<file path="src/design/mem_stage_pkg.sv">
`default_nettype none

package mem_stage_pkg;

  // ~~~~~~~~~~~~~~~~~~~~~~~~~~~~~~~~~~~~~~~~~~~~~~~~~~~~~~~~~~~~~~~~~~~~
  // basic types.
  // ~~~~~~~~~~~~~~~~~~~~~~~~~~~~~~~~~~~~~~~~~~~~~~~~~~~~~~~~~~~~~~~~~~~~
  typedef logic [2:0]  reg_idx_t;  // 8 registers.
  typedef logic [15:0] word_t;     // data word.

  // opcodes; anything past HALT decodes as a nop.
  typedef enum logic [3:0] {
    OP_ADD  = 4'd0,
    OP_SUB  = 4'd1,
    OP_XOR  = 4'd2,
    OP_ANDN = 4'd3,   // rs & ~rt.
    OP_ADDI = 4'd4,
    OP_LD   = 4'd5,
    OP_ST   = 4'd6,
    OP_HALT = 4'd7
  } op_e;

  // ~~~~~~~~~~~~~~~~~~~~~~~~~~~~~~~~~~~~~~~~~~~~~~~~~~~~~~~~~~~~~~~~~~~~
  // instruction word, two views.
  // ~~~~~~~~~~~~~~~~~~~~~~~~~~~~~~~~~~~~~~~~~~~~~~~~~~~~~~~~~~~~~~~~~~~~
  typedef struct packed {
    op_e        op;     // [15:12].
    reg_idx_t   rd;     // [11:9].
    reg_idx_t   rs;     // [8:6].
    reg_idx_t   rt;     // [5:3].
    logic [2:0] funct;  // spare.
  } r_fmt_t;

  typedef struct packed {
    op_e        op;
    reg_idx_t   rd;
    reg_idx_t   rs;
    logic [5:0] imm6;   // signed offset.
  } i_fmt_t;

  typedef union packed {
    r_fmt_t r_fmt;
    i_fmt_t i_fmt;
  } inst_u;

  // ~~~~~~~~~~~~~~~~~~~~~~~~~~~~~~~~~~~~~~~~~~~~~~~~~~~~~~~~~~~~~~~~~~~~
  // stage and bus structs.
  // ~~~~~~~~~~~~~~~~~~~~~~~~~~~~~~~~~~~~~~~~~~~~~~~~~~~~~~~~~~~~~~~~~~~~
  typedef struct packed {
    logic     reg_write;
    logic     mem_read;   // also selects memory data at write-back.
    logic     mem_write;
    logic     halt;
    reg_idx_t dst_reg;    // zero when nothing is written.
  } ex_ctrl_t;

  typedef struct packed {
    logic     valid;
    ex_ctrl_t ctrl;
    word_t    data_out;   // alu result or address.
    word_t    data_two;   // store data.
    reg_idx_t rd;         // raw rd field.
  } ex_mem_t;

  typedef struct packed {
    logic  req;     // one cycle pulse.
    logic  wr;
    word_t index;   // word index inside the bank.
    word_t wdata;
  } bank_req_t;

  typedef struct packed {
    logic  done;    // one cycle pulse.
    word_t rdata;
  } bank_rsp_t;

  typedef struct packed {
    logic     valid;
    logic     reg_write;
    reg_idx_t rd;
    word_t    data;
  } wb_t;

endpackage

`default_nettype wire

</file>
<file path="src/design/alu_exec.sv">
`timescale 1ns/1ns
`default_nettype none

module alu_exec (
  input  wire                     valid_i,
  input  wire mem_stage_pkg::inst_u instruction_i,
  input  wire mem_stage_pkg::word_t data_one_i,     // rs value.
  input  wire mem_stage_pkg::word_t data_two_i,     // rt value.
  output mem_stage_pkg::ex_mem_t  exec_o
);

  mem_stage_pkg::word_t imm_sext;

  // sign extend the 6 bit offset.
  assign imm_sext = {{10{instruction_i.i_fmt.imm6[5]}}, instruction_i.i_fmt.imm6};

  always_comb begin
    exec_o = '0;                              // bubble when nothing issues.
    if (valid_i) begin
      exec_o.valid    = 1'b1;
      exec_o.data_two = data_two_i;           // only a store uses it.
      exec_o.rd       = instruction_i.r_fmt.rd;
      case (instruction_i.r_fmt.op)
        // ~~~~~~~~~~~~~~~~~~~~~~~~~~~~~~~~~~~~~~~~~~~~~~~~~~~~~~~~~~~~~~
        // r format, rd = rs op rt.
        // ~~~~~~~~~~~~~~~~~~~~~~~~~~~~~~~~~~~~~~~~~~~~~~~~~~~~~~~~~~~~~~
        mem_stage_pkg::OP_ADD: begin
          exec_o.data_out       = data_one_i + data_two_i;
          exec_o.ctrl.reg_write = 1'b1;
        end
        mem_stage_pkg::OP_SUB: begin
          exec_o.data_out       = data_one_i - data_two_i;
          exec_o.ctrl.reg_write = 1'b1;
        end
        mem_stage_pkg::OP_XOR: begin
          exec_o.data_out       = data_one_i ^ data_two_i;
          exec_o.ctrl.reg_write = 1'b1;
        end
        mem_stage_pkg::OP_ANDN: begin
          exec_o.data_out       = data_one_i & ~data_two_i;
          exec_o.ctrl.reg_write = 1'b1;
        end
        // ~~~~~~~~~~~~~~~~~~~~~~~~~~~~~~~~~~~~~~~~~~~~~~~~~~~~~~~~~~~~~~
        // i format, rs + imm.
        // ~~~~~~~~~~~~~~~~~~~~~~~~~~~~~~~~~~~~~~~~~~~~~~~~~~~~~~~~~~~~~~
        mem_stage_pkg::OP_ADDI: begin
          exec_o.data_out       = data_one_i + imm_sext;
          exec_o.ctrl.reg_write = 1'b1;
        end
        mem_stage_pkg::OP_LD: begin
          exec_o.data_out       = data_one_i + imm_sext;    // address.
          exec_o.ctrl.reg_write = 1'b1;
          exec_o.ctrl.mem_read  = 1'b1;
        end
        mem_stage_pkg::OP_ST: begin
          exec_o.data_out       = data_one_i + imm_sext;
          exec_o.ctrl.mem_write = 1'b1;
        end
        mem_stage_pkg::OP_HALT: exec_o.ctrl.halt = 1'b1;
        default: ;                            // nop, valid with no write.
      endcase
      // destination only for writing ops.
      if (exec_o.ctrl.reg_write) exec_o.ctrl.dst_reg = instruction_i.i_fmt.rd;
    end
  end

endmodule

`default_nettype wire

</file>
<file path="src/design/ex_mem_reg.sv">
`timescale 1ns/1ns
`default_nettype none

module ex_mem_reg (
  input  wire                       clk_i,
  input  wire                       arst_n_i,
  input  wire mem_stage_pkg::ex_mem_t stage_i,   // zero when nothing issued.
  input  wire                       hold_i,    // inst stall or data stall.
  output mem_stage_pkg::ex_mem_t    stage_o
);

  // ~~~~~~~~~~~~~~~~~~~~~~~~~~~~~~~~~~~~~~~~~~~~~~~~~~~~~~~~~~~~~~~~~~~~
  // next state mux.
  // ~~~~~~~~~~~~~~~~~~~~~~~~~~~~~~~~~~~~~~~~~~~~~~~~~~~~~~~~~~~~~~~~~~~~
  mem_stage_pkg::ex_mem_t stage_d;
  mem_stage_pkg::ex_mem_t stage_q;

  // whole struct loops back on a stall.
  // control and payload move together.
  assign stage_d = hold_i ? stage_q : stage_i;

  // ~~~~~~~~~~~~~~~~~~~~~~~~~~~~~~~~~~~~~~~~~~~~~~~~~~~~~~~~~~~~~~~~~~~~
  // the register.
  // ~~~~~~~~~~~~~~~~~~~~~~~~~~~~~~~~~~~~~~~~~~~~~~~~~~~~~~~~~~~~~~~~~~~~
  always_ff @(posedge clk_i or negedge arst_n_i) begin
    if (!arst_n_i) begin
      stage_q <= '0;          // empty stage, no mem op pending.
    end else begin
      stage_q <= stage_d;     // bubble enters when stage_i is zero.
    end
  end

  assign stage_o = stage_q;

endmodule

`default_nettype wire

</file>
<file path="src/design/bank_router.sv">
`timescale 1ns/1ns
`default_nettype none

module bank_router #(
  parameter int NUM_BANKS  = 4,
  parameter int BANK_DEPTH = 16
) (
  input  wire                                          clk_i,
  input  wire                                          arst_n_i,
  input  wire mem_stage_pkg::ex_mem_t                  stage_i,
  input  wire                                          done_i,     // d_done.
  output mem_stage_pkg::bank_req_t [NUM_BANKS-1:0]     bank_req_o,
  output logic                                         d_stall_o
);

  localparam int BANK_W = (NUM_BANKS > 1) ? $clog2(NUM_BANKS) : 1;

  logic                 mem_op;
  logic                 issue;
  logic                 issued_q;   // request sent, waiting for done.
  logic [BANK_W-1:0]    bank_sel;
  mem_stage_pkg::word_t bank_idx;

  // ~~~~~~~~~~~~~~~~~~~~~~~~~~~~~~~~~~~~~~~~~~~~~~~~~~~~~~~~~~~~~~~~~~~~
  // address split, low bits pick the bank.
  // ~~~~~~~~~~~~~~~~~~~~~~~~~~~~~~~~~~~~~~~~~~~~~~~~~~~~~~~~~~~~~~~~~~~~
  assign bank_sel = BANK_W'(stage_i.data_out % NUM_BANKS);
  assign bank_idx = mem_stage_pkg::word_t'((stage_i.data_out / NUM_BANKS) % BANK_DEPTH);

  assign mem_op    = stage_i.valid & (stage_i.ctrl.mem_read | stage_i.ctrl.mem_write);
  assign issue     = mem_op & ~issued_q & ~done_i;   // once per op.
  assign d_stall_o = mem_op & ~done_i;               // reference condition.

  always_comb begin
    for (int b = 0; b < NUM_BANKS; b++) begin
      bank_req_o[b].req   = issue & (bank_sel == BANK_W'(b));
      bank_req_o[b].wr    = stage_i.ctrl.mem_write;  // broadcast, req qualifies.
      bank_req_o[b].index = bank_idx;
      bank_req_o[b].wdata = stage_i.data_two;
    end
  end

  always_ff @(posedge clk_i or negedge arst_n_i) begin
    if (!arst_n_i) begin
      issued_q <= 1'b0;
    end else if (done_i) begin
      issued_q <= 1'b0;       // op finished.
    end else if (issue) begin
      issued_q <= 1'b1;
    end
  end

endmodule

`default_nettype wire

</file>
<file path="src/design/dmem_bank.sv">
`timescale 1ns/1ns
`default_nettype none

module dmem_bank #(
  parameter int BANK_DEPTH  = 16,
  parameter int MEM_LATENCY = 3
) (
  input  wire                          clk_i,
  input  wire                          arst_n_i,
  input  wire mem_stage_pkg::bank_req_t req_i,
  output mem_stage_pkg::bank_rsp_t     rsp_o
);

  localparam int IDX_W = (BANK_DEPTH > 1) ? $clog2(BANK_DEPTH) : 1;
  localparam int CNT_W = $clog2(MEM_LATENCY + 1);

  mem_stage_pkg::word_t     mem_q [BANK_DEPTH];
  mem_stage_pkg::bank_rsp_t rsp_q;
  logic                     busy_q;
  logic [CNT_W-1:0]         cnt_q;     // cycles left.
  logic                     wr_q;
  logic [IDX_W-1:0]         idx_q;
  mem_stage_pkg::word_t     wdata_q;

  // ~~~~~~~~~~~~~~~~~~~~~~~~~~~~~~~~~~~~~~~~~~~~~~~~~~~~~~~~~~~~~~~~~~~~
  // request capture.
  // ~~~~~~~~~~~~~~~~~~~~~~~~~~~~~~~~~~~~~~~~~~~~~~~~~~~~~~~~~~~~~~~~~~~~
  always_ff @(posedge clk_i) begin
    if (req_i.req && !busy_q) begin
      wr_q    <= req_i.wr;
      idx_q   <= req_i.index[IDX_W-1:0];   // upper bits dropped.
      wdata_q <= req_i.wdata;
    end
  end

  // ~~~~~~~~~~~~~~~~~~~~~~~~~~~~~~~~~~~~~~~~~~~~~~~~~~~~~~~~~~~~~~~~~~~~
  // latency countdown and array access.
  // ~~~~~~~~~~~~~~~~~~~~~~~~~~~~~~~~~~~~~~~~~~~~~~~~~~~~~~~~~~~~~~~~~~~~
  always_ff @(posedge clk_i or negedge arst_n_i) begin
    if (!arst_n_i) begin
      busy_q <= 1'b0;
      cnt_q  <= '0;
      rsp_q  <= '0;
      for (int i = 0; i < BANK_DEPTH; i++) begin
        mem_q[i] <= '0;         // banks come up zeroed.
      end
    end else begin
      rsp_q.done <= 1'b0;       // pulse.
      if (busy_q) begin
        if (cnt_q == '0) begin
          busy_q     <= 1'b0;
          rsp_q.done <= 1'b1;
          if (wr_q) begin
            mem_q[idx_q] <= wdata_q;
          end else begin
            rsp_q.rdata <= mem_q[idx_q];
          end
        end else begin
          cnt_q <= cnt_q - 1'b1;
        end
      end else if (req_i.req) begin
        busy_q <= 1'b1;
        cnt_q  <= CNT_W'(MEM_LATENCY - 1);   // done lands MEM_LATENCY later.
      end
    end
  end

  assign rsp_o = rsp_q;

endmodule

`default_nettype wire

</file>
<file path="src/design/bank_collector.sv">
`timescale 1ns/1ns
`default_nettype none

module bank_collector #(
  parameter int NUM_BANKS = 4
) (
  input  wire                                            clk_i,
  input  wire                                            arst_n_i,
  input  wire mem_stage_pkg::ex_mem_t                    stage_i,
  input  wire                                            hold_i,
  input  wire mem_stage_pkg::bank_rsp_t [NUM_BANKS-1:0]  rsp_i,
  output logic                                           done_o,
  output mem_stage_pkg::wb_t                             wb_o,
  output logic                                           halt_o
);

  logic                 rsp_done;
  mem_stage_pkg::word_t rsp_data;
  logic                 done_held_q;   // finished op still held in EX/MEM.
  logic                 alu_fire;
  logic                 wb_fire;
  mem_stage_pkg::wb_t   wb_q;
  logic                 halt_q;

  // ~~~~~~~~~~~~~~~~~~~~~~~~~~~~~~~~~~~~~~~~~~~~~~~~~~~~~~~~~~~~~~~~~~~~
  // response merge, one bank busy at most.
  // ~~~~~~~~~~~~~~~~~~~~~~~~~~~~~~~~~~~~~~~~~~~~~~~~~~~~~~~~~~~~~~~~~~~~
  always_comb begin
    rsp_done = 1'b0;
    rsp_data = '0;
    for (int b = 0; b < NUM_BANKS; b++) begin
      rsp_done = rsp_done | rsp_i[b].done;
      rsp_data = rsp_data | (rsp_i[b].done ? rsp_i[b].rdata : '0);
    end
  end

  // done stays up while a front-end stall keeps the op in place.
  assign done_o = rsp_done | done_held_q;

  assign alu_fire = stage_i.valid & ~hold_i &
                    ~(stage_i.ctrl.mem_read | stage_i.ctrl.mem_write);
  assign wb_fire  = alu_fire | rsp_done;

  always_ff @(posedge clk_i or negedge arst_n_i) begin
    if (!arst_n_i) begin
      done_held_q <= 1'b0;
      wb_q        <= '0;
      halt_q      <= 1'b0;
    end else begin
      done_held_q <= done_o & hold_i;
      wb_q.valid  <= wb_fire;
      if (wb_fire) begin
        wb_q.reg_write <= stage_i.ctrl.reg_write;
        // raw rd field, the destination when writing.
        wb_q.rd   <= stage_i.rd;
        wb_q.data <= stage_i.ctrl.mem_read ? rsp_data : stage_i.data_out;
      end
      if (alu_fire && stage_i.ctrl.halt) halt_q <= 1'b1;   // sticky.
    end
  end

  assign wb_o   = wb_q;
  assign halt_o = halt_q;

endmodule

`default_nettype wire

</file>
<file path="src/design/mem_subsys_top.sv">
`timescale 1ns/1ns
`default_nettype none

module mem_subsys_top #(
  parameter int NUM_BANKS   = 4,    // power of two.
  parameter int BANK_DEPTH  = 16,
  parameter int MEM_LATENCY = 3     // at least 1.
) (
  input  wire                       clk_i,
  input  wire                       arst_n_i,
  input  wire                       valid_i,
  input  wire mem_stage_pkg::inst_u instruction_i,
  input  wire mem_stage_pkg::word_t data_one_i,
  input  wire mem_stage_pkg::word_t data_two_i,
  input  wire                       inst_stall_i,
  output logic                      stall_o,
  output mem_stage_pkg::wb_t        wb_o,
  output logic                      halt_o
);

  wire mem_stage_pkg::ex_mem_t                   exec_stage;
  wire mem_stage_pkg::ex_mem_t                   mem_stage;
  wire mem_stage_pkg::bank_req_t [NUM_BANKS-1:0] bank_req;
  wire mem_stage_pkg::bank_rsp_t [NUM_BANKS-1:0] bank_rsp;
  wire                                           d_done;
  wire                                           d_stall;
  wire                                           hold;

  assign hold    = inst_stall_i | d_stall;   // freezes EX/MEM.
  assign stall_o = d_stall;

  // ~~~~~~~~~~~~~~~~~~~~~~~~~~~~~~~~~~~~~~~~~~~~~~~~~~~~~~~~~~~~~~~~~~~~
  // execute and EX/MEM.
  // ~~~~~~~~~~~~~~~~~~~~~~~~~~~~~~~~~~~~~~~~~~~~~~~~~~~~~~~~~~~~~~~~~~~~
  alu_exec u_alu_exec (
    .valid_i       (valid_i),
    .instruction_i (instruction_i),
    .data_one_i    (data_one_i),
    .data_two_i    (data_two_i),
    .exec_o        (exec_stage)
  );

  ex_mem_reg u_ex_mem_reg (
    .clk_i    (clk_i),
    .arst_n_i (arst_n_i),
    .stage_i  (exec_stage),
    .hold_i   (hold),
    .stage_o  (mem_stage)
  );

  // ~~~~~~~~~~~~~~~~~~~~~~~~~~~~~~~~~~~~~~~~~~~~~~~~~~~~~~~~~~~~~~~~~~~~
  // memory side.
  // ~~~~~~~~~~~~~~~~~~~~~~~~~~~~~~~~~~~~~~~~~~~~~~~~~~~~~~~~~~~~~~~~~~~~
  bank_router #(
    .NUM_BANKS  (NUM_BANKS),
    .BANK_DEPTH (BANK_DEPTH)
  ) u_bank_router (
    .clk_i      (clk_i),
    .arst_n_i   (arst_n_i),
    .stage_i    (mem_stage),
    .done_i     (d_done),
    .bank_req_o (bank_req),
    .d_stall_o  (d_stall)
  );

  for (genvar b = 0; b < NUM_BANKS; b++) begin : g_bank
    dmem_bank #(
      .BANK_DEPTH  (BANK_DEPTH),
      .MEM_LATENCY (MEM_LATENCY)
    ) u_dmem_bank (
      .clk_i    (clk_i),
      .arst_n_i (arst_n_i),
      .req_i    (bank_req[b]),
      .rsp_o    (bank_rsp[b])
    );
  end

  bank_collector #(
    .NUM_BANKS (NUM_BANKS)
  ) u_bank_collector (
    .clk_i    (clk_i),
    .arst_n_i (arst_n_i),
    .stage_i  (mem_stage),
    .hold_i   (hold),
    .rsp_i    (bank_rsp),
    .done_o   (d_done),
    .wb_o     (wb_o),
    .halt_o   (halt_o)
  );

endmodule

`default_nettype wire

</file>
<file path="config.mk">
export PLATFORM = sky130hd
export DESIGN_NAME = mem_subsys_top
export DESIGN_NICKNAME = d
export VERILOG_FILES = /design/src/design/mem_stage_pkg.sv /design/src/design/alu_exec.sv /design/src/design/ex_mem_reg.sv /design/src/design/bank_router.sv /design/src/design/dmem_bank.sv /design/src/design/bank_collector.sv /design/src/design/mem_subsys_top.sv
export SDC_FILE = /design/constraint.sdc
export NUM_CORES = 2
export LEC_CHECK = 0
export BUFFER_PORTS_ARGS = -buffer_cell sky130_fd_sc_hd__buf_2
export CAP_MARGIN = 10
export CORE_MARGIN = 5
export CORE_UTILIZATION = 57
export CTS_CLUSTER_DIAMETER = 50
export DETAILED_ROUTE_END_ITERATION = 10
export GPL_ROUTABILITY_DRIVEN = 1
export PLACE_DENSITY = 0.84
export SYNTH_ARGS = -nofsm -noshare
export SYNTH_HDL_FRONTEND = slang
export SYNTH_SLANG_ARGS = --single-unit
</file>
<file path="constraint.sdc">
create_clock -name clk_i -period 3.3 [get_ports clk_i]
set_clock_uncertainty 0.05 [all_clocks]
set_input_delay 0.33 -clock clk_i [delete_from_list [all_inputs] [get_ports clk_i]]
set_output_delay 0.33 -clock clk_i [all_outputs]
set_load 0.03 [all_outputs]
</file>
Word level (Yosys, flattened, before mapping)

Cells that the tools add are included.

Mux-type cells: 75
Order comparisons: 8
Reduce and logical (&&, ||, !) cells: 38
Bitwise operators: 36
Add/sub/neg operators: 7
Eq/ne operators: 14

Operators with widths:

| operator             | number |
|---|---|
| $bwmux W256          | 4 |
| $mux W16             | 21 |
| $bmux W16 S4         | 4 |
| $demux W16 S4        | 4 |
| $mux W17             | 8 |
| $pmux W16 S5         | 1 |
| $or A16 B16 Y16      | 3 |
| $mux W43             | 1 |
| $add A16 B16 Y16     | 2 |
| $mux W2              | 12 |
| $reduce_and A3 Y1    | 8 |
| $ge A5 B5 Y1 const B | 4 |
| $lt A5 B1 Y1 const B | 4 |
| $not A4 Y5           | 4 |
| $mux W1              | 19 |
| $and A16 B16 Y16     | 1 |
| $eq A4 B3 Y1 const B | 4 |
| $not A16 Y16         | 1 |
| $sub A16 B16 Y16     | 1 |
| $xor A16 B16 Y16     | 1 |
| $and A1 B1 Y1        | 11 |
| $logic_not A2 Y1     | 5 |
| $reduce_bool A2 Y1   | 5 |
| $logic_and A1 B1 Y1  | 9 |
| 14 further kinds     | 41 |

Output and inout bits: 23
Word-level logic and storage cells: 285
Input bits: 52
Bits in registers: 1252

Depth between registers and ports, before layout

Depth after elaboration: 11
Depth in mapped cells: 16
Gate-level depth less buffers: 15

Modules after synthesis

From an unflattened synthesis, not the netlist that was laid out.

Cell total of the unflattened synthesis: 4087
Area total of the unflattened synthesis: 59091.7 um^2

Modules (own cells, without submodules):

| module         | cells an instance | sequential area each (um^2) | instances | area an instance (um^2) |
|---|---|---|---|---|
| dmem_bank      | 853               | 7537.2                      | 4         | 13178.9 |
| alu_exec       | 309               | 0.0                         | 1         | 2042.0 |
| ex_mem_reg     | 91                | 1076.0                      | 1         | 1801.7 |
| bank_collector | 128               | 575.6                       | 1         | 1416.4 |
| bank_router    | 146               | 25.0                        | 1         | 1109.8 |
| mem_subsys_top | 1                 | 0.0                         | 1         | 6.3 |

Worst setup path before layout

Ideal clock, no wire load.

Path type: flip-flop to flip-flop
Start point: register g_bank[0].u_dmem_bank.rsp_q, in the netlist g_bank[0].u_dmem_bank.rsp_o[16]
End point: register g_bank[2].u_dmem_bank.idx_q[0], enable pin
Data required time: 2825 ps
Arrival time: 3102 ps
Buffers on the path: 1
Setup slack: -277 ps
Period minus slack after synthesis: 3577 ps
Setup time: 425 ps
Cell stages (with the launch flop): 7
Cell sequence: dfrtp_1 > buf_6 > or4_4 > or3b_4 > nor2_4 > nand2_2 > nor3_1

Cells in the longest elaborated chain, start to end: 8

Ends and longest elaborated chain:

| element                   | line                 | text |
|---|---|---|
| start, declared           | dmem_bank.sv:18      | `mem_stage_pkg::bank_rsp_t rsp_q;` |
| $or A1 B1 Y1 (3 in a row) | bank_collector.sv:32 | `rsp_done = rsp_done \| rsp_i[b].done;` |
| $or A1 B1 Y1              | bank_collector.sv:38 | `assign done_o = rsp_done \| done_held_q;` |
| $not A1 Y1                | bank_router.sv:31    | `assign issue = mem_op & ~issued_q & ~done_i;` |
| $and A1 B1 Y1             | bank_router.sv:31    |  |
| $and A1 B1 Y1             | bank_router.sv:36    | `bank_req_o[b].req = issue & (bank_sel == BANK_W'(b));` |
| $logic_and A1 B1 Y1       | dmem_bank.sv:29      | `if (req_i.req && !busy_q) begin` |
| end signal, assigned      | dmem_bank.sv:31      | `idx_q <= req_i.index[IDX_W-1:0];` |
| end, declared             | dmem_bank.sv:22      | `logic [IDX_W-1:0] idx_q;` |

No other way between the ends.
A chain may end at the register's enable or synchronous reset.

Worst setup path after layout

Start point: input port data_two_i[0]
End point: register u_ex_mem_reg.stage_q, in the netlist u_ex_mem_reg.stage_o[31]

Cells in the longest elaborated chain, start to end: 3
Elaborated cells on any way between the ends: 4
Classes of those cells: add/sub (2); mux (2)

Ends and longest elaborated chain:

| element                                              | line                           | text |
|---|---|---|
| start, declared                                      | mem_subsys_top.sv:14           | `input wire mem_stage_pkg::word_t data_two_i,` |
| $sub A16 B16 Y16 or $add A16 B16 Y16 (tied branches) | alu_exec.sv:32, alu_exec.sv:28 |  |
| $pmux W16 S5 (*)                                     | alu_exec.sv:23                 | `case (instruction_i.r_fmt.op)` |
| $mux W43 (*)                                         | alu_exec.sv:19                 | `if (valid_i) begin` |
| end signal, assigned                                 | ex_mem_reg.sv:29               | `stage_q <= stage_d;` |
| end, declared                                        | ex_mem_reg.sv:16               | `mem_stage_pkg::ex_mem_t stage_q;` |

Every way passes the cells marked *; elsewhere a longest branch is shown, timed or not.

==> results.toml <==
[worst_setup_path]
critPathLaunchType = "input port"
rr_worst_depth = 7
regToRegSetupSlack_ns = 0.36
crit_fanout = 8
cpMaxStageDelayCell = "sky130_fd_sc_hd__dlygate4sd3_1"
critPathMostFrequentCell = "sky130_fd_sc_hd__nor3_1"
critPathTopFamily = "simple AND/OR/NAND/NOR gates"
timing.critical_path.buf_inv = 4
critPathArrivalTime_ns = 3.76
slowest_stage_delay_on_critical_path_ns = 0.59
crit_path_start = "data_two_i[0]"
criticalPathCategory = "in -> reg"
rr_startpoint = "g_bank[3].u_dmem_bank.cnt_q[0]"
r2r_end = "g_bank[3].u_dmem_bank.mem_q[224]"
crit_path_cells = "dlygate4sd3_1 -> buf_2 -> inv_1 -> ha_2 -> nand2_1 -> nor3_1 -> nand3_2 -> nor3_1 -> o311ai_0 -> ha_1 -> buf_4 -> or3b_2 -> a31oi_1 -> o21ai_0 -> o211ai_1"
endpoint_kind_of_the_worst_setup_timing_path = "register"
timing.critical_path.required_ns = 3.89

[yosys]
synthesis.nets = 3660
mux_cell_area_share_after_synthesis_pct = 34.8
postSynthAreaPerCell_um2 = 15.8
count_of_flip_flops_with_a_built_in_enable_after_synthesis = 84
synthXorXnorAreaFrac_pct = 0.234
synth_warnings = 0
synth-compound-area-share_pct = 2.34
ys_ff_latch = 1252
syn_area_um2 = 56200
yosys.area_share.adder_pct = 0.948
distinct_cell_type_count_of_the_synthesized_netlist = 67
synth_seq_area_share_pct = 56.5
synthCells = 3566
dominantRegCellSynth = "sky130_fd_sc_hd__dfrtp_1"
synth_top_family_by_area = "multiplexers"
synth_async_sr_flop_share_pct = 93.3
synth_simple_gate_area_share_pct = 2.97

[status]
outcome = "finished, final reports clean"

[routing]
route.layer.met1.wl_um = 58000
wire_length_on_met2_um = 66500
top_signal_layer_used = "met5"
drt_iter0_markers = 2832
routed-via-count = 33066
met3_length_um = 12000
detail_route.vias_per_cell = 6.40
wirelength_um = 142000
drc = 0
wire_per_inst_um = 27.5
ant_nets = 0
drtPass1Iterations = 5

[finish]
nFillCells = 6511
final_cells = 5164
drive_above_1_share_pct = 51.1
num-nets-final = 3854
layout-area-overhead-vs-synth_pct = 14.0

[clock_tree]
cts-buffers-inserted = 131
htree_num_levels = 4
cts-root-to-sink-buffers = 3
clock_latency_ns = 0.74
clock_sink_total = 1252
tritoncts_clock_tree = "built"
clk_pin_slew_ns = 0.06
cts-root-buf = "sky130_fd_sc_hd__clkbuf_16"

[job]
max_cap_violations = 0

[grt]
grt_pass1_wl_um = 220000
globalRouteOverflowTotal = 0
grt_antenna_before_repair = 29
vias_in_the_first_global_route = 35076
track_usage_pct = 27.9
maximum_number_of_pins_on_one_net_before_global_route_repair = 88

[floorplanning]
die-width_um = 324
floorplan.die_area_um2 = 105000
initial_utilization_pct = 57.3
rows = 115
io_pins = 75
die_y_um = 324
placeableCoreArea_um2 = 98100

[timing]
final-setup-viol-count = 0
slew_headroom_pct = 21.6
final-hold-violation-count = 0
setup_ws_ns = 0.127
drv_slew = 0
period_share_pct = 96.2
worstMarginPinSlew_ns = 1.18
timing.fmax_mhz = 315
min_period_ns = 3.17

[pwr]
leak_pwr_uw = 0.0305
vdd.ir_drop.worst_mv = 0.462
power.density_nw_per_um2 = 529

[placed_design]
numPortBuffers = 71
gp_congestion = 0.940
dp.cells = 4893
place.detailed.hpwl_um = 92900
pre_cts_slack_ns = -0.305

[worst_hold_path]
min_path_cells = 4
worst_hold_startpoint = "instruction_i[12]"
min_delay_worst_endpoint = "u_ex_mem_reg.stage_o[39]"
min-delay-path-class = "in -> reg"
-- placed cells by master (no fill, tap or decap), types with 5 or more instances in the layout --
cell,n
sky130_fd_sc_hd__nand3b_1,5
sky130_fd_sc_hd__nand2_1,128
sky130_fd_sc_hd__nor3_1,10
sky130_fd_sc_hd__a21oi_1,24
sky130_fd_sc_hd__a31oi_1,7
sky130_fd_sc_hd__inv_6,5
sky130_fd_sc_hd__mux2_2,1094
sky130_fd_sc_hd__a221oi_1,6
sky130_fd_sc_hd__nor2_2,27
sky130_fd_sc_hd__nand2b_1,21
sky130_fd_sc_hd__o21ai_0,79
sky130_fd_sc_hd__nand3_1,31
sky130_fd_sc_hd__nor2b_1,11
sky130_fd_sc_hd__nor2_1,41
sky130_fd_sc_hd__buf_4,201
sky130_fd_sc_hd__dfrtp_1,1168
sky130_fd_sc_hd__nor3_2,8
sky130_fd_sc_hd__edfxtp_1,84
sky130_fd_sc_hd__clkinv_2,7
sky130_fd_sc_hd__a22oi_1,34
sky130_fd_sc_hd__diode_2,15
sky130_fd_sc_hd__clkinvlp_4,9
sky130_fd_sc_hd__dlygate4sd3_1,21
sky130_fd_sc_hd__clkbuf_8,20
sky130_fd_sc_hd__clkinv_8,7
sky130_fd_sc_hd__o221ai_1,8
sky130_fd_sc_hd__mux4_2,320
sky130_fd_sc_hd__clkbuf_16,135
sky130_fd_sc_hd__and2_1,8
sky130_fd_sc_hd__buf_12,32
sky130_fd_sc_hd__ha_1,40
sky130_fd_sc_hd__buf_2,70
sky130_fd_sc_hd__inv_1,37
sky130_fd_sc_hd__a221o_1,7
sky130_fd_sc_hd__or3_1,6
sky130_fd_sc_hd__xnor2_1,11
sky130_fd_sc_hd__clkbuf_1,35
sky130_fd_sc_hd__bufinv_16,13
-- metal layers --
| metal | GRT usage, % | vias to the layer above |
|---|---|---|
| li1 | - | 13777 |
| met2 | 43.1 | 1263 |
| met1 | 38.3 | 17673 |
| met4 | 10.3 | 24 |
| met5 | 0 | - |
| met3 | 8.07 | 329 |
-- cells in the mapped netlist, types with 3 or more instances --
library cell               number  share of area [%]
sky130_fd_sc_hd__dfrtp_1     1168                 52
sky130_fd_sc_hd__mux2_2      1094                 22
sky130_fd_sc_hd__mux4_2       320                 13
sky130_fd_sc_hd__clkbuf_1     173                1.2
sky130_fd_sc_hd__nand2_1      128               0.85
sky130_fd_sc_hd__edfxtp_1      84                4.5
sky130_fd_sc_hd__o21ai_0       82               0.73
sky130_fd_sc_hd__buf_2         66               0.59
sky130_fd_sc_hd__nor2_1        58               0.39
sky130_fd_sc_hd__ha_1          41               0.91
sky130_fd_sc_hd__inv_1         37               0.25
sky130_fd_sc_hd__a22oi_1       34               0.45
sky130_fd_sc_hd__nand3_1       32               0.28
sky130_fd_sc_hd__a21oi_1       26               0.23
sky130_fd_sc_hd__nand2b_1      22               0.24
sky130_fd_sc_hd__buf_1         19               0.13
sky130_fd_sc_hd__nor2b_1       12               0.13
sky130_fd_sc_hd__nor3_1        12               0.11
sky130_fd_sc_hd__nor2_2        11               0.12
sky130_fd_sc_hd__xnor2_1       11               0.17
sky130_fd_sc_hd__and2_1         8              0.089
sky130_fd_sc_hd__nor3_2         8               0.14
sky130_fd_sc_hd__o221ai_1       8               0.12
sky130_fd_sc_hd__a221o_1        7               0.12
sky130_fd_sc_hd__a31oi_1        7              0.078
sky130_fd_sc_hd__a221oi_1       6              0.093
sky130_fd_sc_hd__or3_1          6              0.067
sky130_fd_sc_hd__buf_4          5              0.067
sky130_fd_sc_hd__nand3b_1       5              0.067
sky130_fd_sc_hd__nor4_1         5              0.056
sky130_fd_sc_hd__a211oi_1       4              0.053
sky130_fd_sc_hd__a21o_1         4              0.053
sky130_fd_sc_hd__and3_1         4              0.045
sky130_fd_sc_hd__nand4_1        4              0.045
sky130_fd_sc_hd__nor3b_1        4              0.053
sky130_fd_sc_hd__o211ai_1       4              0.053
sky130_fd_sc_hd__o311ai_0       4              0.062
sky130_fd_sc_hd__o31ai_1        4              0.053
sky130_fd_sc_hd__xor2_1         4              0.062
sky130_fd_sc_hd__mux2i_1        3              0.053
-- tightest hold or removal path: cells and delay by family --
kind	cells	cell delay (ns)
AOI/OAI and AO/OA	1	0.07
buffers and inverters	3	0.39
-- cell type report --
cell class	count	area (um2)	area share (%)
Antenna cell	15	37.5	0.0586
Clock buffer	190	3780	5.91
Clock inverter	45	683	1.07
Inverter	37	139	0.217
Multi-Input combinational cell	2013	23300	36.4
Sequential cell	1252	31800	49.6
Tap cell	1287	1610	2.51
Timing Repair Buffer	325	2730	4.25
-- stage by stage --
step | setup TNS (ns) | instance area (um2) | utilization [%] | total power (uW) | hold slack [ns]
CTS | 0 | 64000 | 65.2 | 34000 | 0.0109
detailed placement | -1.48 | 59300 | 60.4 | 18900 | 0.398
floorplan | 0 | 56200 | - | 17800 | -0.0156
global route | -0.0115 | 64000 | 65.2 | 35000 | 0.0601
global placement | -1.35 | 59300 | 60.4 | 18800 | 0.396
finish | 0 | 64000 | 65.3 | 33900 | 0.0547
-- where the power goes --
group	internal (uW)	total (uW)	switching, uW
sequential	16100	16500	449
combinational	977	2130	1150
clock	9050	15200	6160
-- sequential cells by signal (all words and copies together) (netlist names) --
name and cells:
g_bank.u_dmem_bank.rsp_o 68, g_bank.u_dmem_bank.busy_q 4, u_bank_collector.done_held_q 1, g_bank.u_dmem_bank.idx_q 16, g_bank.u_dmem_bank.mem_q 1024, g_bank.u_dmem_bank.wr_q 4
u_bank_collector.halt_o 1, g_bank.u_dmem_bank.wdata_q 64, u_bank_router.issued_q 1, u_ex_mem_reg.stage_o 40, u_bank_collector.wb_o 21, g_bank.u_dmem_bank.cnt_q 8
-- cells by family (layout without fill, tap and decap cells) --
family	count (synthesis)	in the layout
muxes	1418	1418
and+or+nand+nor	335	335
DFF	1252	1252
other	0	15
xor gates and xnor gates	15	15
adders and majority gates	42	42
buffers and inverters	301	597
AOI/OAI and AO/OA	203	203
-- worst max path at each step --
stage	endpoint	slack [ns]	cells after the start
floorplan	u_ex_mem_reg.stage_o[33]	0.03	13
global placement	u_ex_mem_reg.stage_o[31]	-0.25	14
detailed placement	u_ex_mem_reg.stage_o[31]	-0.31	14
CTS	u_ex_mem_reg.stage_o[34]	0.15	14
global route	u_ex_mem_reg.stage_o[31]	-0.01	16
finish	u_ex_mem_reg.stage_o[31]	0.13	15
-- timing repair --
action / CTS / global route
hold buffers: 21 / 0
gates resized for setup: 0 / 8
buffers inserted: 0 / 0
endpoints found under the hold margin: 75 / 0
endpoints found under the setup margin: 0 / 6
Power figures use the tool's default switching activity.
